[src/hdl/lsu_macros.svh]
//******************************
// LSU shared width and size macros
// DCCM window, store buffer depth
//******************************

`ifndef LSU_MACROS_SVH
`define LSU_MACROS_SVH

// Datapath
`define LSU_XLEN        32            // Data and address width
`define LSU_OFFSET_W    12            // Signed immediate offset

// DCCM window
`define LSU_DCCM_BASE   32'hF004_0000 // First byte of DCCM
`define LSU_DCCM_DEPTH  256           // Words
`define LSU_DCCM_AW     8             // Word address bits

// Store buffer
`define LSU_STBUF_DEPTH 4             // Entries
`define LSU_STBUF_PTR_W 2             // Pointer bits, depth is a power of two

`endif

[src/hdl/lsu_pkg.sv]
//******************************
// LSU shared types
// Opcodes, sizes, request/response and stage payloads
//******************************

`default_nettype none

`include "lsu_macros.svh"

package lsu_pkg;

   typedef enum logic [0:0] {
      LSU_OP_LOAD  = 1'b0,
      LSU_OP_STORE = 1'b1
   } lsu_op_e;

   typedef enum logic [1:0] {
      LSU_SZ_BYTE = 2'd0,
      LSU_SZ_HALF = 2'd1,
      LSU_SZ_WORD = 2'd2
   } lsu_size_e;

   typedef enum logic [1:0] {
      LSU_ERR_NONE       = 2'd0,
      LSU_ERR_MISALIGNED = 2'd1,  // Half not 2-aligned or word not 4-aligned
      LSU_ERR_ACCESS     = 2'd2   // Outside DCCM window
   } lsu_err_e;

   // Host request
   typedef struct packed {
      lsu_op_e                   op;
      lsu_size_e                 size;
      logic                      is_unsigned;  // Zero extend loads
      logic [`LSU_XLEN-1:0]      base;
      logic [`LSU_OFFSET_W-1:0]  offset;       // Signed
      logic [`LSU_XLEN-1:0]      wdata;
   } lsu_req_t;

   // Response, one per request
   typedef struct packed {
      logic [`LSU_XLEN-1:0]      data;
      lsu_err_e                  err;
   } lsu_rsp_t;

   // Decoded access out of DC1
   typedef struct packed {
      lsu_op_e                   op;
      lsu_size_e                 size;
      logic                      is_unsigned;
      logic [1:0]                byte_off;     // Byte within word
      logic [`LSU_DCCM_AW-1:0]   word_addr;
      logic [3:0]                be;
      logic [`LSU_XLEN-1:0]      data;         // Store data in byte lanes
      lsu_err_e                  err;
   } lsu_dc1_t;

   // Store buffer forwarding result
   typedef struct packed {
      logic [3:0]                hit;          // Per byte
      logic [`LSU_XLEN-1:0]      data;
   } lsu_fwd_t;

endpackage

`default_nettype wire

[src/hdl/lsu_load_align.sv]
//******************************
// LSU DC2 load alignment
// Byte merge, shift and extension
//******************************

`timescale 1ns/10ps
`default_nettype none

`include "lsu_macros.svh"

module lsu_load_align (
   input  lsu_pkg::lsu_dc1_t        acc,
   input  lsu_pkg::lsu_fwd_t        fwd,
   input  logic [`LSU_XLEN-1:0]     mem_data,
   output lsu_pkg::lsu_rsp_t        rsp
);

   logic [`LSU_XLEN-1:0] merged;    // Store buffer over memory
   logic [`LSU_XLEN-1:0] shifted;
   logic [`LSU_XLEN-1:0] ext;
   logic                 ld_ok;

   always_comb begin
      for (int b = 0; b < 4; b++)
         merged[8*b +: 8] = fwd.hit[b] ? fwd.data[8*b +: 8] : mem_data[8*b +: 8];
   end

   assign shifted = merged >> {acc.byte_off, 3'b000};  // Addressed byte to bit 0

   // Extension by size and the unsigned flag
   always_comb begin
      case (acc.size)
         lsu_pkg::LSU_SZ_BYTE:
            ext = acc.is_unsigned ? {24'b0, shifted[7:0]} :
                                    {{24{shifted[7]}}, shifted[7:0]};
         lsu_pkg::LSU_SZ_HALF:
            ext = acc.is_unsigned ? {16'b0, shifted[15:0]} :
                                    {{16{shifted[15]}}, shifted[15:0]};
         default:
            ext = shifted;
      endcase
   end

   // Only a good load returns data
   assign ld_ok    = (acc.op == lsu_pkg::LSU_OP_LOAD) && (acc.err == lsu_pkg::LSU_ERR_NONE);
   assign rsp.data = ld_ok ? ext : '0;
   assign rsp.err  = acc.err;

endmodule

`default_nettype wire

[config.mk]
export PLATFORM = sky130hd
export DESIGN_NAME = lsu_load_align
export DESIGN_NICKNAME = d
export VERILOG_FILES = /design/src/hdl/lsu_pkg.sv /design/src/hdl/lsu_load_align.sv
export VERILOG_INCLUDE_DIRS = /design/src /design/src/hdl
export SDC_FILE = /design/constraint.sdc
export NUM_CORES = 1
export LEC_CHECK = 0
export BUFFER_PORTS_ARGS = -buffer_cell sky130_fd_sc_hd__clkbuf_2
export CAP_MARGIN = 20
export CORE_MARGIN = 2
export CORE_UTILIZATION = 30
export DETAILED_ROUTE_END_ITERATION = 8
export PLACE_DENSITY = 0.85
export SYNTH_ARGS = -nofsm -noshare
export SYNTH_HDL_FRONTEND = slang
export SYNTH_SLANG_ARGS = --single-unit
[constraint.sdc]
create_clock -name vclk -period 1.6
set_input_delay 0.24 -clock vclk [all_inputs]
set_output_delay 0.24 -clock vclk [all_outputs]
set_load 0.05 [all_outputs]
==> run_results.csv <==
group,metric,value,unit
cells_and_area,clock_buffer_count,0,
global_route,grtUsageMet3,0.03125,
timing,setup_violations,25,
power_and_ir_drop,power_density,280.7,nW/µm²
setup_path,crit_end,"rsp[29]",
power_and_ir_drop,pwr-share-seq,0,
setup_path,critPathKind,"primary input to output port",
floorplanning,num_io_pins,154,
route,first_pass_iters,4,
timing,fin_crit,1870,ps
power_and_ir_drop,p_int,0.3936,mW
yosys,synth_top_area_cell,"mux2i_1",
cells_and_area,final_layout_size_suffix_gt1_frac,0.7500,
global_route,grt-ovfl-total,0,
power_and_ir_drop,total_power,0.8068,mW
placed_design,dp_hpwl,4184,µm
power_and_ir_drop,clkPwrFrac,0,
setup_path,cp_max_fo,16,
clock_network,cts_hold_buf,0,
cells_and_area,area_growth,132.5,%
floorplanning,start_util,0.3113,
global_route,grt_max_degree,23,
cells_and_area,finalNetCount,406,
timing,maxSlewHeadroom,0.7462,
power_and_ir_drop,p_leak,1.253,nW
setup_path,end_kind,"output port",
timing,fin_crit_sh,1.169,
min_path,min_path_type,"primary input to output port",
cells_and_area,seq_cells,0,
floorplanning,die_h,68.19,µm
yosys,netlist_instances,156,
timing,fin_ws,-270.3,ps
cells_and_area,diodes,0,
setup_path,start_kind,"primary input",
setup_path,required,1360,ps
floorplanning,dieArea,4650,µm²
run_status,violations,"setup timing",
floorplanning,std_cell_rows,23,
power_and_ir_drop,vdd_ir_drop_max,0.0001646,V
power_and_ir_drop,swShare,0.5121,
run_status,status,"finished, violations left",
global_route,grt_antenna_before_repair,0,
global_route,gr-usage-all-layers,0.2302,
route,antenna_left,0,
global_route,grt_pass1_wl,8155,µm
setup_path,startpoint,"acc[1]",
global_route,grt.busiest_layer,"met2",
route,via_per_inst,5.257,
yosys,ys_warn_count,0,
route,drtIter0Drc,76,
cells_and_area,final_common_cell,"clkbuf_2",
power_and_ir_drop,p_comb_frac,1.000,
yosys,synth_cell_types,33,
timing,drv_slew,0,
timing,timing.fmax,534.7,MHz
cells_and_area,seq_area,0,µm²
route,wire_per_inst,17.42,µm
global_route,grt_pass1_vias,1677,
yosys,netlist_area,1236,µm²
global_route,gr-usage-met1,0.2863,
placed_design,portBuffers,110,
power_and_ir_drop,power_switching,0.4132,mW
timing,rsz0062_at_grt,"true",
timing,hold_violations,0,
yosys,syn_avg_cell_area,7.924,µm²
yosys,yosysSeqAreaShare,0,
setup_path,cp.arrival,1630,ps
floorplanning,core_area,3971,µm²
run,maxCapViolations,0,
yosys,ys_top_cells_by_area,"mux2i_1 (26%), o22ai_2 (8.1%), mux2_2 (6.4%)",
floorplanning,die_w,68.19,µm
placed_design,gp_congestion,0.8252,
yosys,synthDominantCellAreaShare,0.2591,
route,routed_wl,5818,µm
placed_design,place_ws,-348.1,ps
global_route,met2_usage,0.4126,
cells_and_area,fin_util,0.7237,
timing,worst_slew_pin_slew,370.1,ps
route,route.detailed.drc,0,
cells_and_area,final_cell_mix,"clkbuf_2 (73), buf_8 (27), buf_4 (24)",
cells_and_area,num-fill-cells,281,
yosys,syn_nets,276,
route,vias,1756,
==> logic make-up after synthesis <==
family / synth area share
compound gates: 0.3735
simple gates: 0.1721
mux: 0.3522
buf+inv: 0.1022
==> routing by layer <==
layer / vias to the layer above / routed length [µm]
li1: 857 / -
met1: 802 / 2280
met2: 87 / 2936
met3: 10 / 503
met4: 0 / 96
met5: - / 0
==> what timing repair did <==
item,CTS,global route
gates cloned,1,0
setup buffers,0,3
endpoints found under the setup margin,32,32
gates resized for setup,69,57
pin swaps,11,17
==> worst max-delay path: stages <==
cell and delay [ps]:
buf_6 90, or3_4 430, nor3_4 210, o31ai_4 120
buf_12 180, o22ai_4 180, buf_8 170
==> Yosys cell counts (2+ instances only) <==
cell	instances
mux2i_1	32
nand2_1	16
o21ai_0	14
nor2b_1	9
a21oi_1	8
o22ai_2	8
a211o_1	7
a211oi_1	7
mux2_2	7
o22a_1	7
buf_2	5
buf_4	5
buf_6	4
nand2b_1	3
nor2_1	3
buf_1	2
clkbuf_1	2
o21ai_1	2
==> per-stage QoR <==
step	hold WS (ps)	instances	setup TNS [ps]	area, µm²
finish	793.3	334	-6093	2874
CTS	794.5	331	-5283	2693
global route	800.8	334	-7287	2874
floorplan	647.1	156	-9316	1419
global placement	792.7	331	-8151	2337
detailed placement	794.1	331	-8007	2337
==> power by group through the flow <==
| stage | clock, mW | sequential [mW] | combinational [mW] |
|---|---|---|---|
| floorplan | 0 | 0 | 0.395 |
| global placement | 0 | 0 | 0.649 |
| detailed placement | 0 | 0 | 0.657 |
| CTS | 0 | 0 | 0.726 |
| global route | 0 | 0 | 0.848 |
| finish | 0 | 0 | 0.807 |
==> worst min path at each step <==
stage / start / endpoint / slack [ps] / depth (start not counted)
floorplan: acc[0] / rsp[0] / 650 / 1
global placement: acc[0] / rsp[0] / 790 / 2
detailed placement: acc[1] / rsp[1] / 790 / 2
CTS: acc[1] / rsp[1] / 790 / 2
global route: acc[1] / rsp[1] / 800 / 2
finish: acc[0] / rsp[0] / 790 / 2
==> area by class of cell <==
type,instances,area (µm²),share of cell area
multi-input combinational,137,1459,0.5076
timing repair buffer,146,1349,0.4693
tap,50,62.56,0.02177
inverter,1,3.754,0.001306
Power figures use the tool's default switching activity.
