==> config.mk <==
export PLATFORM = sky130hd
export DESIGN_NAME = lsu_addr_ctl
export DESIGN_NICKNAME = d
export VERILOG_FILES = /design/src/hdl/lsu_pkg.sv /design/src/hdl/lsu_addr_ctl.sv
export VERILOG_INCLUDE_DIRS = /design/src /design/src/hdl
export SDC_FILE = /design/constraint.sdc
export NUM_CORES = 1
export LEC_CHECK = 0
export ABC_AREA = 0
export BUFFER_PORTS_ARGS = -buffer_cell sky130_fd_sc_hd__buf_2
export CORE_AREA = 2 2 75 77
export DETAILED_ROUTE_END_ITERATION = 6
export DIE_AREA = 0 0 77 79
export GPL_TIMING_DRIVEN = 0
export PLACE_DENSITY = 0.83
export SKIP_LAST_GASP = 1
export SYNTH_ARGS = -nofsm -noshare
export SYNTH_HDL_FRONTEND = slang
export SYNTH_SLANG_ARGS = --single-unit
==> constraint.sdc <==
create_clock -name vclk -period 5
set_clock_uncertainty 0.05 [all_clocks]
set_input_delay 1 -clock vclk [all_inputs]
set_output_delay 1 -clock vclk [all_outputs]
set_load 0.005 [all_outputs]
==> src/hdl/lsu_macros.svh <==
//******************************
// LSU shared width and size macros
// DCCM window, store buffer depth
//******************************

`ifndef LSU_MACROS_SVH
`define LSU_MACROS_SVH

// Datapath
`define LSU_XLEN        32            // Data and address width
`define LSU_OFFSET_W    12            // Signed immediate offset

// DCCM window
`define LSU_DCCM_BASE   32'hF004_0000 // First byte of DCCM
`define LSU_DCCM_DEPTH  256           // Words
`define LSU_DCCM_AW     8             // Word address bits

// Store buffer
`define LSU_STBUF_DEPTH 4             // Entries
`define LSU_STBUF_PTR_W 2             // Pointer bits, depth is a power of two

`endif

==> src/hdl/lsu_pkg.sv <==
//******************************
// LSU shared types
// Opcodes, sizes, request/response and stage payloads
//******************************

`default_nettype none

`include "lsu_macros.svh"

package lsu_pkg;

   typedef enum logic [0:0] {
      LSU_OP_LOAD  = 1'b0,
      LSU_OP_STORE = 1'b1
   } lsu_op_e;

   typedef enum logic [1:0] {
      LSU_SZ_BYTE = 2'd0,
      LSU_SZ_HALF = 2'd1,
      LSU_SZ_WORD = 2'd2
   } lsu_size_e;

   typedef enum logic [1:0] {
      LSU_ERR_NONE       = 2'd0,
      LSU_ERR_MISALIGNED = 2'd1,  // Half not 2-aligned or word not 4-aligned
      LSU_ERR_ACCESS     = 2'd2   // Outside DCCM window
   } lsu_err_e;

   // Host request
   typedef struct packed {
      lsu_op_e                   op;
      lsu_size_e                 size;
      logic                      is_unsigned;  // Zero extend loads
      logic [`LSU_XLEN-1:0]      base;
      logic [`LSU_OFFSET_W-1:0]  offset;       // Signed
      logic [`LSU_XLEN-1:0]      wdata;
   } lsu_req_t;

   // Response, one per request
   typedef struct packed {
      logic [`LSU_XLEN-1:0]      data;
      lsu_err_e                  err;
   } lsu_rsp_t;

   // Decoded access out of DC1
   typedef struct packed {
      lsu_op_e                   op;
      lsu_size_e                 size;
      logic                      is_unsigned;
      logic [1:0]                byte_off;     // Byte within word
      logic [`LSU_DCCM_AW-1:0]   word_addr;
      logic [3:0]                be;
      logic [`LSU_XLEN-1:0]      data;         // Store data in byte lanes
      lsu_err_e                  err;
   } lsu_dc1_t;

   // Store buffer forwarding result
   typedef struct packed {
      logic [3:0]                hit;          // Per byte
      logic [`LSU_XLEN-1:0]      data;
   } lsu_fwd_t;

endpackage

`default_nettype wire

==> src/hdl/lsu_addr_ctl.sv <==
//******************************
// LSU DC1 address control
// EA generation, DCCM decode, fault check
//******************************

`timescale 1ns/10ps
`default_nettype none

`include "lsu_macros.svh"

module lsu_addr_ctl (
   input  lsu_pkg::lsu_req_t  req,
   output lsu_pkg::lsu_dc1_t  acc
);

   logic [`LSU_XLEN-1:0]  ea;          // Effective address
   logic [`LSU_XLEN-1:0]  rel;         // Offset from DCCM base
   logic [`LSU_XLEN-1:0]  offset_ext;
   logic                  in_dccm;
   logic                  misaligned;
   logic [3:0]            be_base;     // Mask before lane shift

   //******************************
   // Address generation
   //******************************
   assign offset_ext = {{(`LSU_XLEN-`LSU_OFFSET_W){req.offset[`LSU_OFFSET_W-1]}}, req.offset};
   assign ea         = req.base + offset_ext;

   // Below base wraps to a large value and fails the range check
   assign rel     = ea - `LSU_DCCM_BASE;
   assign in_dccm = (rel < (`LSU_DCCM_DEPTH * 4));

   //******************************
   // Size decode and alignment
   //******************************
   always_comb begin
      case (req.size)
         lsu_pkg::LSU_SZ_BYTE: begin
            misaligned = 1'b0;
            be_base    = 4'b0001;
         end
         lsu_pkg::LSU_SZ_HALF: begin
            misaligned = ea[0];          // Needs 2-alignment
            be_base    = 4'b0011;
         end
         default: begin
            misaligned = |ea[1:0];       // Word needs 4-alignment
            be_base    = 4'b1111;
         end
      endcase
   end

   //******************************
   // Decoded access
   //******************************
   always_comb begin
      acc.op          = req.op;
      acc.size        = req.size;
      acc.is_unsigned = req.is_unsigned;
      acc.byte_off    = ea[1:0];
      acc.word_addr   = rel[`LSU_DCCM_AW+1:2];
      acc.be          = be_base << ea[1:0];
      acc.data        = req.wdata << {ea[1:0], 3'b000};  // Move into byte lanes

      // Misalignment reported ahead of an access fault
      if (misaligned)
         acc.err = lsu_pkg::LSU_ERR_MISALIGNED;
      else if (!in_dccm)
         acc.err = lsu_pkg::LSU_ERR_ACCESS;
      else
         acc.err = lsu_pkg::LSU_ERR_NONE;
   end

endmodule

`default_nettype wire

==> impl_metrics.env <==
export IMPL_wl_per_cell_um=15.2
export IMPL_status="completed"
export IMPL_dp_hpwl_mm=6.74
export IMPL_die_w_um=77
export IMPL_drt_iter0_drc=107
export IMPL_routed_wl_mm=8.72
export IMPL_finalSetupViolations=0
export IMPL_netlist_area_leader_share=0.158
export IMPL_min_path_type="input port to primary output"
export IMPL_nets=614
export IMPL_num_rows=27
export IMPL_slew_limit_headroom=0.514
export IMPL_start_kind="input port"
export IMPL_io_pins=132
export IMPL_crit_path_start="req[36]"
export IMPL_rsz0062_at_grt="yes"
export IMPL_drv_cap=0
export IMPL_grt_overflow=0
export IMPL_port_buffers=130
export IMPL_postCtsHoldBufs=0
export IMPL_via_count=3381
export IMPL_antenna_cells=0
export IMPL_synth_area_mm2=0.00246
export IMPL_leakage_nw=1.72
export IMPL_path_buf_inv=3
export IMPL_nFillCells=492
export IMPL_grt_pass1_vias=3102
export IMPL_syn_avg_cell_area_um2=6.77
export IMPL_multiInputGateArea_mm2=0.00254
export IMPL_cpPeakStageDelay_ns=0.35
export IMPL_fin_crit_ns=4.97
export IMPL_fp_dieH_um=79
export IMPL_postRouteAntennaNets=0
export IMPL_layout_drive_gt1_share=0.380
export IMPL_core_area_mm2=0.00534
export IMPL_die_area_mm2=0.00608
export IMPL_tightest_slew_ns=0.729
export IMPL_firstDrtPassIters=5
export IMPL_clock_buffers=0
export IMPL_fmax_ghz=0.201
export IMPL_synth_common_cells="a21oi_1, nand2_1, ha_1"
export IMPL_max_vdd_ir_drop_v=0.0000798
export IMPL_finalMaxSlewViolations=0
export IMPL_grt_usage=0.260
export IMPL_yosys_warnings=0
export IMPL_drc=0
export IMPL_fin_util=0.659
export IMPL_synth_most_common_cell="a21oi_1"
export IMPL_dp_slack_ns=-0.316
export IMPL_area_growth_synth_to_final_pct=43.1
export IMPL_synth_top_area_cell="ha_1"
export IMPL_viasPerCell=5.91
export IMPL_antenna_found_initial=0
export IMPL_crit_family="compound AO/OA/AOI/OAI gates"
export IMPL_netlist_cell_type_count=56
export IMPL_gp_congestion=0.895
export IMPL_fin_crit_sh=0.995
export IMPL_syn_nets=475
export IMPL_start_util=0.461
export IMPL_regArea_um2=0
export IMPL_arrival_ns=3.92
export IMPL_nFlopsAndLatches=0
export IMPL_holdWs_ns=2.12
export IMPL_cp_cell_sequence="buf_2 -> ha_1 -> a21o_1 -> o21bai_2 -> a41oi_2 -> o221ai_2 -> a311oi_2 -> buf_4 -> o2111ai_1 -> a21oi_2 -> xnor2_2 -> a2111oi_4 -> a22o_1 -> a21oi_2 -> buf_2"
export IMPL_worstSetupEndpointType="primary output"
export IMPL_worstHoldStart="req[79]"
export IMPL_crit_required_ns=3.95
export IMPL_hold_viol=0
export IMPL_layout_setup_ws_ns=0.0269
export IMPL_power_density_mw_per_mm2=150
export IMPL_critPathMaxFanout=4
export IMPL_crit_type="input port to primary output"
export IMPL_cpMaxStageDelayCell="ha_1"
export IMPL_yosysSeqAreaShare=0
export IMPL_grt_pass1_wl_mm=13.7
export IMPL_synthTopCellsByArea="ha_1, a21oi_1, mux2i_1"
export IMPL_grt_max_degree=22
export IMPL_postSynthCellCount=363
layout by cell type, fill, tap and decap left out, drive strengths merged, types with 4 or more instances in the layout:
cell / n
a211oi: 13
a21o: 10
a21oi: 46
a31oi: 6
and2: 13
and3: 7
buf: 156
clkbuf: 4
ha: 31
inv: 7
mux2i: 17
nand2: 42
nand3: 7
nand4: 6
nor2: 21
nor2b: 10
nor3: 11
o21ai: 24
or3: 5
xnor2: 14
xor2: 10
logic make-up after synthesis:
logic type / synth area share
and+or+nand+nor: 0.273
AOI/OAI and AO/OA: 0.347
adders and majority gates: 0.166
buffers and inverters: 0.0534
xor gates and xnor gates: 0.0855
muxes: 0.0753
cell type report:
cell class,count,area share
Buffer,16,0.0224
Inverter,7,0.00747
Multi-Input combinational cell,333,0.723
Tap cell,72,0.0256
Timing Repair Buffer,144,0.221
per-layer routing:
metal / wire length (um) / global-route usage / vias up
met4: 230 / 0.0589 / 0
met5: 0 / 0 / -
met1: 3300 / 0.282 / 1570
met3: 580 / 0.0239 / 23
met2: 4600 / 0.537 / 162
li1: - / - / 1626
where the power goes:
group	total [mW]	switching [mW]	internal, mW
Combinational	0.527	0.286	0.241
Clock	0	0	0
Sequential	0	0	0
Total	0.527	0.286	0.241
path summary, 6_finish.rpt:
path	endpoint	slack (ns)	cells after the start
worst min-delay path	acc[51]	2.12	2
worst max-delay path	acc[1]	0.03	15
per-stage QoR:
| stage | TNS [ns] | cell area (um^2) | power (mW) | instances |
|---|---|---|---|---|
| floorplan | 0 | 2460 | 0.301 | 363 |
| global placement | -0.243 | 3200 | 0.447 | 565 |
| finish | 0 | 3520 | 0.527 | 572 |
| detailed placement | -0.316 | 3200 | 0.460 | 565 |
| global route | -0.105 | 3520 | 0.574 | 572 |
| CTS | -0.0650 | 3320 | 0.479 | 569 |
timing repair:
| item | in CTS | in global routing |
|---|---|---|
| endpoints found under the setup margin | 1 | 1 |
| pin swaps | 14 | 20 |
| gates resized for setup | 15 | 28 |
| setup buffers | 5 | 9 |
No activity file was read; power rests on OpenSTA's default activity.
