<file path="src/hdl/lsu_macros.svh">
//******************************
// LSU shared width and size macros
// DCCM window, store buffer depth
//******************************

`ifndef LSU_MACROS_SVH
`define LSU_MACROS_SVH

// Datapath
`define LSU_XLEN        32            // Data and address width
`define LSU_OFFSET_W    12            // Signed immediate offset

// DCCM window
`define LSU_DCCM_BASE   32'hF004_0000 // First byte of DCCM
`define LSU_DCCM_DEPTH  256           // Words
`define LSU_DCCM_AW     8             // Word address bits

// Store buffer
`define LSU_STBUF_DEPTH 4             // Entries
`define LSU_STBUF_PTR_W 2             // Pointer bits, depth is a power of two

`endif

</file>
<file path="src/hdl/lsu_pkg.sv">
//******************************
// LSU shared types
// Opcodes, sizes, request/response and stage payloads
//******************************

`default_nettype none

`include "lsu_macros.svh"

package lsu_pkg;

   typedef enum logic [0:0] {
      LSU_OP_LOAD  = 1'b0,
      LSU_OP_STORE = 1'b1
   } lsu_op_e;

   typedef enum logic [1:0] {
      LSU_SZ_BYTE = 2'd0,
      LSU_SZ_HALF = 2'd1,
      LSU_SZ_WORD = 2'd2
   } lsu_size_e;

   typedef enum logic [1:0] {
      LSU_ERR_NONE       = 2'd0,
      LSU_ERR_MISALIGNED = 2'd1,  // Half not 2-aligned or word not 4-aligned
      LSU_ERR_ACCESS     = 2'd2   // Outside DCCM window
   } lsu_err_e;

   // Host request
   typedef struct packed {
      lsu_op_e                   op;
      lsu_size_e                 size;
      logic                      is_unsigned;  // Zero extend loads
      logic [`LSU_XLEN-1:0]      base;
      logic [`LSU_OFFSET_W-1:0]  offset;       // Signed
      logic [`LSU_XLEN-1:0]      wdata;
   } lsu_req_t;

   // Response, one per request
   typedef struct packed {
      logic [`LSU_XLEN-1:0]      data;
      lsu_err_e                  err;
   } lsu_rsp_t;

   // Decoded access out of DC1
   typedef struct packed {
      lsu_op_e                   op;
      lsu_size_e                 size;
      logic                      is_unsigned;
      logic [1:0]                byte_off;     // Byte within word
      logic [`LSU_DCCM_AW-1:0]   word_addr;
      logic [3:0]                be;
      logic [`LSU_XLEN-1:0]      data;         // Store data in byte lanes
      lsu_err_e                  err;
   } lsu_dc1_t;

   // Store buffer forwarding result
   typedef struct packed {
      logic [3:0]                hit;          // Per byte
      logic [`LSU_XLEN-1:0]      data;
   } lsu_fwd_t;

endpackage

`default_nettype wire

</file>
<file path="src/hdl/lsu_stbuf.sv">
//******************************
// LSU store buffer
// Circular FIFO of stores, byte forwarding to DC1 loads
// Head entry drains into the DCCM
//******************************

`timescale 1ns/10ps
`default_nettype none

`include "lsu_macros.svh"

module lsu_stbuf (
   input  logic                          clk,
   input  logic                          rst,
   input  logic                          alloc,        // Store leaves DC1
   input  lsu_pkg::lsu_dc1_t             acc,
   input  logic                          drain_en,
   output logic                          drain_valid,
   output logic [`LSU_DCCM_AW-1:0]       drain_addr,
   output logic [`LSU_XLEN-1:0]          drain_data,
   output logic [3:0]                    drain_be,
   output lsu_pkg::lsu_fwd_t             fwd,
   output logic                          full,
   output logic                          empty
);

   // Entry storage
   logic [`LSU_DCCM_AW-1:0]       sb_addr [`LSU_STBUF_DEPTH];
   logic [3:0]                    sb_be   [`LSU_STBUF_DEPTH];
   logic [`LSU_XLEN-1:0]          sb_data [`LSU_STBUF_DEPTH];

   logic [`LSU_STBUF_PTR_W-1:0]   wr_ptr;
   logic [`LSU_STBUF_PTR_W-1:0]   rd_ptr;
   logic [`LSU_STBUF_PTR_W:0]     count;   // One extra bit to reach DEPTH

   //******************************
   // Status and head entry
   //******************************
   assign empty       = (count == '0);
   assign full        = (count == (`LSU_STBUF_PTR_W+1)'(`LSU_STBUF_DEPTH));
   assign drain_valid = !empty;
   assign drain_addr  = sb_addr[rd_ptr];
   assign drain_data  = sb_data[rd_ptr];
   assign drain_be    = sb_be[rd_ptr];

   //******************************
   // Pointers and occupancy
   //******************************
   always_ff @(posedge clk) begin
      if (rst) begin
         wr_ptr <= '0;
         rd_ptr <= '0;
         count  <= '0;
      end else begin
         if (alloc)
            wr_ptr <= wr_ptr + 1'b1;
         if (drain_en)
            rd_ptr <= rd_ptr + 1'b1;

         case ({alloc, drain_en})
            2'b10:   count <= count + 1'b1;
            2'b01:   count <= count - 1'b1;
            default: count <= count;        // Both or neither
         endcase
      end
   end

   // Payload write, no reset on entries
   always_ff @(posedge clk) begin
      if (alloc) begin
         sb_addr[wr_ptr] <= acc.word_addr;
         sb_be[wr_ptr]   <= acc.be;
         sb_data[wr_ptr] <= acc.data;
      end
   end

   //******************************
   // Forwarding
   //******************************
   // Walk from oldest to youngest so later matches overwrite earlier ones
   always_comb begin : fwd_search
      logic [`LSU_STBUF_PTR_W-1:0] idx;
      logic                        live;

      fwd = '0;
      for (int i = 0; i < `LSU_STBUF_DEPTH; i++) begin
         idx  = rd_ptr + `LSU_STBUF_PTR_W'(i);
         live = ((`LSU_STBUF_PTR_W+1)'(i) < count);   // Entry holds a store
         if (live && (sb_addr[idx] == acc.word_addr)) begin
            for (int b = 0; b < 4; b++) begin
               if (sb_be[idx][b]) begin
                  fwd.hit[b]         = 1'b1;
                  fwd.data[8*b +: 8] = sb_data[idx][8*b +: 8];
               end
            end
         end
      end
   end

endmodule

`default_nettype wire

</file>
<file path="config.mk">
export PLATFORM = sky130hd
export DESIGN_NAME = lsu_stbuf
export DESIGN_NICKNAME = d
export VERILOG_FILES = /design/src/hdl/lsu_pkg.sv /design/src/hdl/lsu_stbuf.sv
export VERILOG_INCLUDE_DIRS = /design/src /design/src/hdl
export SDC_FILE = /design/constraint.sdc
export NUM_CORES = 1
export LEC_CHECK = 0
export ABC_CLOCK_PERIOD_IN_PS = 3800
export BUFFER_PORTS_ARGS = -buffer_cell sky130_fd_sc_hd__buf_2
export CAP_MARGIN = 20
export CORE_MARGIN = 2
export CORE_UTILIZATION = 38
export DETAILED_ROUTE_END_ITERATION = 10
export GPL_TIMING_DRIVEN = 0
export PLACE_DENSITY = 0.59
export RECOVER_POWER = 50
export SLEW_MARGIN = 0
export SYNTH_ARGS = -nofsm -noshare
export SYNTH_HDL_FRONTEND = slang
export SYNTH_SLANG_ARGS = --single-unit
</file>
<file path="constraint.sdc">
create_clock -name clk -period 3.8 [get_ports clk]
set_input_delay 0.76 -clock clk [delete_from_list [all_inputs] [get_ports clk]]
set_output_delay 0.76 -clock clk [all_outputs]
set_load 0.005 [all_outputs]
</file>
==> run metrics, run 1 <==
share of synthesized area occupied by flip-flops and latches=a little under half; Leak Pwr=4.93 nW; placer's final routability congestion estimate=0.799; pin count of the biggest net entering global routing=45; core utilization of the finished layout=roughly half; count of TritonRoute iterations in the first routing pass=5; outcome=finished with violations; boundary pin count=~140; number of flops mapped to enable cells by yosys=176; antenna violations before repair=3; final cell count without fillers=1381; Netlist cell types=61; TritonCTS clock tree=yes; final period utilization=105%; Buffers on Ports=~130; final worst setup slack=-0.179 ns; total congestion overflow=0; total nets after synthesis=850; met2 usage in global routing=33.8%; synthesized netlist cell count=785; class of the worst hold path=flop to flop; Post-Syn Area=between 10000 and 15000 µm²; area delta synth->final=25.0%; fraction of synthesis flops using an asynchronous set or reset pin=0%; initial core utilization=38.5%; cell area power density=374 nW/µm²; violated checks=setup timing; WS Path Type=flop to primary output; std cell rows=64; most frequent cells in the layout=sky130_fd_sc_hd__edfxtp_1 (176), sky130_fd_sc_hd__mux4_2 (139), sky130_fd_sc_hd__buf_2 (93); top-area cell type share of the netlist area=44.8%; number of CTS-inserted buffers=17; RSZ-0062 raised after global routing=true; mean instance size in the synthesized netlist=between 15 and 20 µm²; CTS H-tree lvls=4; worst setup slack before clock tree synthesis=-0.973 ns; global-route layer with the greatest usage=met2; floorplan core area=roughly 31000 µm²; remaining antenna violation count=0; Switch Pwr=1.55 mW; most used flip-flop cell after synthesis=sky130_fd_sc_hd__edfxtp_1; Vias=8282; die extent in y=between 150 and 200 µm; switching part of the total=28.1%; crit end category=primary output; share of layout cells above drive strength 1=47.1%; yosys warns=0; number of buffers inserted for hold repair after clock tree synthesis=0; maximum vdd ir drop=0.247 mV; slew at the pin with the worst max-slew slack=0.945 ns; post-route clock skew=0.0156 ns; maxcap violations=0; detailed-route wire length=around 34000 µm; timing-limited maximum frequency=~0.25 GHz; data required time of the critical path=slightly above 3 ns; type of element launching the critical path=flop; clock period minus final worst setup slack=3.98 ns; critical path fanouts, max=10; post-layout net count=1038; part of the power in combinational logic=23.9%; detailed-route vias per instance=6.00; met3 global-route usage=4.85%; detailed router's first-iteration violation count=approximately 670; CTS sink cnt=185; wire length of the first global-routing pass=50600 µm; sequential share of power=approximately 44%; Die Outline Area=32500 µm²; final setup vio count=36; M1 GR Usage=28.1%; final hold viol count=0; clock root buffer=sky130_fd_sc_hd__clkbuf_16; synth top area cells=sky130_fd_sc_hd__edfxtp_1 (45%), sky130_fd_sc_hd__mux4_2 (27%), sky130_fd_sc_hd__mux2i_1 (6.0%); Final Slew Violations=0; Data arrival, critical path=~3.2 ns; Avg WL per Cell=24.7 µm; total power after layout=about 5.5 mW; vias in the first global route=8066; clock share of power=32.1%; placed cells=around 1300; hold slack final=0.562 ns; largest buffer count on any clock path=2; count of filler cells inserted in the layout=2691; Internal Pwr Total=3.96 mW; chip width=180 µm; post-DP HPWL=22700 µm; commonest non-fill, non-tap cell in the layout=sky130_fd_sc_hd__edfxtp_1; post-synth top area cell=sky130_fd_sc_hd__edfxtp_1; post-CTS clock slew at the launch and capture registers of the worst setup and hold paths=approximately 0.060 ns; worst relative slew slack=37.0%; flop and latch count out of synthesis=roughly 190; clock latency reported for the late side of the worst-skew pair=between 0.4 and 0.5 ns; All-Layer GR Usage=20.8%; remaining design rule violation count=0
## critical path, stage by stage, from the launching register on
cell                       delay [ns]
sky130_fd_sc_hd__dfxtp_2         0.31
sky130_fd_sc_hd__buf_6           0.13
sky130_fd_sc_hd__buf_12          0.14
sky130_fd_sc_hd__buf_12          0.15
sky130_fd_sc_hd__mux2i_2         0.17
sky130_fd_sc_hd__a221oi_2        0.28
sky130_fd_sc_hd__nand3_1         0.11
sky130_fd_sc_hd__a2111o_1        0.54
sky130_fd_sc_hd__buf_8           0.21
sky130_fd_sc_hd__buf_4           0.14
sky130_fd_sc_hd__nor3b_2         0.17
sky130_fd_sc_hd__mux2i_1         0.09
sky130_fd_sc_hd__o21ai_1         0.16
sky130_fd_sc_hd__buf_2           0.17
## per-stage QoR
step | setup TNS (ns) | cell area, µm²
after floorplan | 0 | 11800
after global placement | -16.81 | 12900
after detailed placement | -16.74 | 13000
after CTS | -2.42 | 14300
after global routing | -5.94 | 14700
final | -2.72 | 14700
## cells by family after synthesis
group                      synth area share, %
and+or+nand+nor                           6.65
adders and majority gates                0.955
DFF                                       46.4
xor gates and xnor gates                  2.81
buffers and inverters                     3.45
muxes                                     33.9
AOI/OAI and AO/OA                         5.83
## power by group through the flow
stage	combinational [mW]	sequential [mW]	clock (mW)
4_1_cts	1.26	2.41	1.80
3_3_place_gp	1.15	2.46	0
2_1_floorplan	0.798	2.43	0
3_5_place_dp	1.16	2.45	0
5_1_grt	1.41	2.43	1.87
6_report	1.32	2.42	1.77
## state kept, by name, indices dropped and copies added (netlist names), named ones only
register  cells
count         3
rd_ptr        2
sb_addr      32
sb_be        16
sb_data     128
wr_ptr        2
## final timing paths
path	start	end	slack, ns	cells after the start
worst max-delay path	rd_ptr[0]	fwd[3]	-0.18	13
worst min-delay path	wr_ptr[1]	wr_ptr[1]	0.56	2
worst max register to register	rd_ptr[1]	flop	1.46	9
worst min register to register	wr_ptr[1]	wr_ptr[1]	0.56	2
## cell usage after synthesis (all sizes together), types with 10 or more instances
library cell	number
edfxtp	176
xnor2	27
mux4	139
buf	45
and2	15
nand2	41
o21ai	25
mux2i	71
clkbuf	19
nor3	16
inv	16
mux2	14
nor2	36
a21oi	23
xor2	10
## layer usage
metal / vias up / wire, µm
met4: 0 / 831
met3: 51 / 2460
met5: - / 0
met1: 4311 / 14300
li1: 3569 / -
met2: 351 / 16600
## what timing repair did
action / 4_1_cts / 5_1_grt
endpoints found under the setup margin: 66 / 36
gates cloned: 2 / 3
resized for setup: 138 / 74
endpoints found under the hold margin: 0 / 0
pin swaps: 27 / 32
buffers inserted: 25 / 14
## cell type report
type,instances,area [µm²],share of cell area [%]
Inverter,16,60.1,0.408
Clock inverter,12,143,0.968
Multi-Input combinational cell,521,6520,44.2
Clock buffer,17,425,2.89
Tap cell,396,495,3.36
Timing Repair Buffer,172,1050,7.16
Antenna cell,2,5.00,0.0340
Sequential cell,185,5470,37.1
Buffer,60,569,3.86
No activity file was read; power rests on OpenSTA's default activity.
==> run 2, diff against run 1 <==
--- a/config.mk
+++ b/config.mk
@@ -10,10 +10,10 @@
 export BUFFER_PORTS_ARGS = -buffer_cell sky130_fd_sc_hd__buf_2
 export CAP_MARGIN = 20
 export CORE_MARGIN = 2
-export CORE_UTILIZATION = 38
+export CORE_UTILIZATION = 30
 export DETAILED_ROUTE_END_ITERATION = 10
 export GPL_TIMING_DRIVEN = 0
-export PLACE_DENSITY = 0.59
+export PLACE_DENSITY = 0.5
 export RECOVER_POWER = 50
 export SLEW_MARGIN = 0
 export SYNTH_ARGS = -nofsm -noshare
==> run 2 against run 1 <==
The flow finishes with violations (capacitance limit, slew limit, setup timing). Worst setup slack got worse by 0.058 ns. Combinational power about the same. Clock skew decreased by 0.0059 ns. Hold slack got worse by 0.0057 ns. Critical path depth decreased by 3. Flip-flop and latch count unchanged. Sequential power about the same. Register-to-register slack got worse by 0.64 ns. Cell count increased by 8.5%. Die area increased by 26%. Power decreased by 2.3%. Largest power group unchanged. Highest routed layer is now met5.
==> run metrics, run 2 (synthesis gave the netlist of run 1 again) <==
outcome=finished with violations; violated checks=capacitance limit, slew limit, setup timing; TritonCTS clock tree=yes; antenna violations before repair=6; maximum vdd ir drop=approximately 0.33 mV; register area=~5500 µm²; clock period minus final worst setup slack=4.04 ns; critical path fanouts, max=8; count of TritonRoute iterations in the first routing pass=5; final worst setup slack=-0.238 ns; class of the worst hold path=input pin to flop; vias in the first global route=8187; number of buffers inserted for hold repair after clock tree synthesis=0; post-DP HPWL=24900 µm; RSZ-0062 raised after global routing=true; Vias=8166; remaining design rule violation count=0; pin count of the biggest net entering global routing=45; CTS sink cnt=185; cell breakdown of the critical path=buf_12 > mux4_2 > xnor2_2 > nand4_1 > a2111o_1 > buf_4 > nor2b_4 > o21bai_4 > o211ai_1 > buf_2; core utilization of the finished layout=37.6%; Leak Pwr=4.80 nW; final hold viol count=0; placer's final routability congestion estimate=0.778; slowest stage cell, crit path=sky130_fd_sc_hd__mux4_2; WS Path Type=flop to primary output; slew at the pin with the worst max-slew slack=~2.7 ns; timing-limited maximum frequency=around 0.25 GHz; floorplan core area=38700 µm²; post-CTS clock slew at the launch and capture registers of the worst setup and hold paths=~0.070 ns; crit end category=primary output; commonest non-fill, non-tap cell in the layout=sky130_fd_sc_hd__edfxtp_1; Data arrival, critical path=3.28 ns; data required time of the critical path=3.04 ns; share of layout cells above drive strength 1=45.3%; most frequent cells in the layout=sky130_fd_sc_hd__edfxtp_1 (176), sky130_fd_sc_hd__mux4_2 (139), sky130_fd_sc_hd__buf_2 (95); detailed-route wire length=37000 µm; detailed router's first-iteration violation count=605; largest buffer count on any clock path=2; final cell count without fillers=1499; number of CTS-inserted buffers=17; max FFs per register=128; total congestion overflow=0; detailed-route vias per instance=between 5 and 6; CTS H-tree lvls=4; clock root buffer=sky130_fd_sc_hd__clkbuf_16; remaining antenna violation count=0; top register by number of flip-flops=sb_data; area delta synth->final=23.6%; area taken by multi-input logic gates=6440 µm²; clock latency reported for the late side of the worst-skew pair=between 0.4 and 0.5 ns; Avg WL per Cell=24.7 µm; type of element launching the critical path=flop; cell area power density=369 nW/µm²; placed cells=roughly 1400; std cell rows=72; wire length of the first global-routing pass=53800 µm; worst relative slew slack=-80.9%; count of filler cells inserted in the layout=3734; Buffers on Ports=~130; largest registers ranked by flip-flop count=sb_data: 128 flops, sb_addr: 32 flops, sb_be: 16 flops; post-route clock skew=between 0.009 and 0.01 ns; Final Slew Violations=45; die extent in y=a little over 200 µm; All-Layer GR Usage=17.9%; final setup vio count=35; chip width=202 µm; post-layout net count=slightly above 1000; maxcap violations=1; final period utilization=106%; slowest cell delay on critical path=0.53 ns; initial core utilization=30.4%; Die Outline Area=40900 µm²; boundary pin count=139
==> run 2: path summary, 6_finish.rpt <==
kind	start	end	slack [ns]	cells after the start
setup / recovery	rd_ptr[0]	fwd[13]	-0.24	10
hold / removal	acc[42]	sb_addr[3][4]	0.56	1
setup reg to reg	wr_ptr[0]	sb_data[3][24]	0.82	2
hold reg to reg	wr_ptr[1]	wr_ptr[1]	0.56	2
==> run 2: layout make-up <==
cell class | instances | share of cell area, %
repair buffers | 166 | 6.36
plain buffers | 58 | 3.31
well taps | 518 | 4.45
clock buffers | 18 | 2.94
multi-input cells | 523 | 44.2
diodes | 1 | 0.0172
inverters | 16 | 0.412
flip-flops and latches | 185 | 37.5
clock inverters | 14 | 0.781
==> run 2: where the power goes <==
part / leakage (nW) / switching [mW] / internal (mW)
registers: 1.69 / 0.0754 / 2.34
clock network: 0.256 / 0.821 / 0.853
logic: 2.85 / 0.681 / 0.604
total: 4.80 / 1.58 / 3.80
==> run 2: layer usage <==
metal  track usage (%)  share of wire, %  vias up
li1                  -                 -     3571
met1              23.5                43     4288
met2              30.2                50      259
met3              3.87               5.7       38
met4              4.30               1.5       10
met5                 0              0.16        -
==> run 2: worst max-delay path: cells and delay by family, from the launching register on <==
family | cells | cell delay, ns
AOI/OAI and AO/OA | 3 | 0.89
xor gates and xnor gates | 1 | 0.18
buffers and inverters | 3 | 0.52
DFF | 1 | 0.39
muxes | 1 | 0.53
and+or+nand+nor | 2 | 0.33
==> run 2: metrics by stage <==
step	hold slack [ns]	instance area [µm²]	power, mW	setup TNS, ns	setup slack [ns]
floorplan	0.509	11800	3.23	0	0.546
global placement	0.547	13100	3.64	-23.55	-1.17
detailed placement	0.546	13100	3.64	-23.36	-1.16
CTS	0.516	14400	5.39	-6.58	-0.266
global route	0.549	14600	5.60	-8.45	-0.324
finish	0.557	14600	5.38	-4.66	-0.238
==> run 2: timing repair <==
action	in CTS	in global routing
buffers inserted	30	6
pin swaps	38	16
gates cloned	2	2
gates resized for setup	139	38
endpoints found under the setup margin	66	36
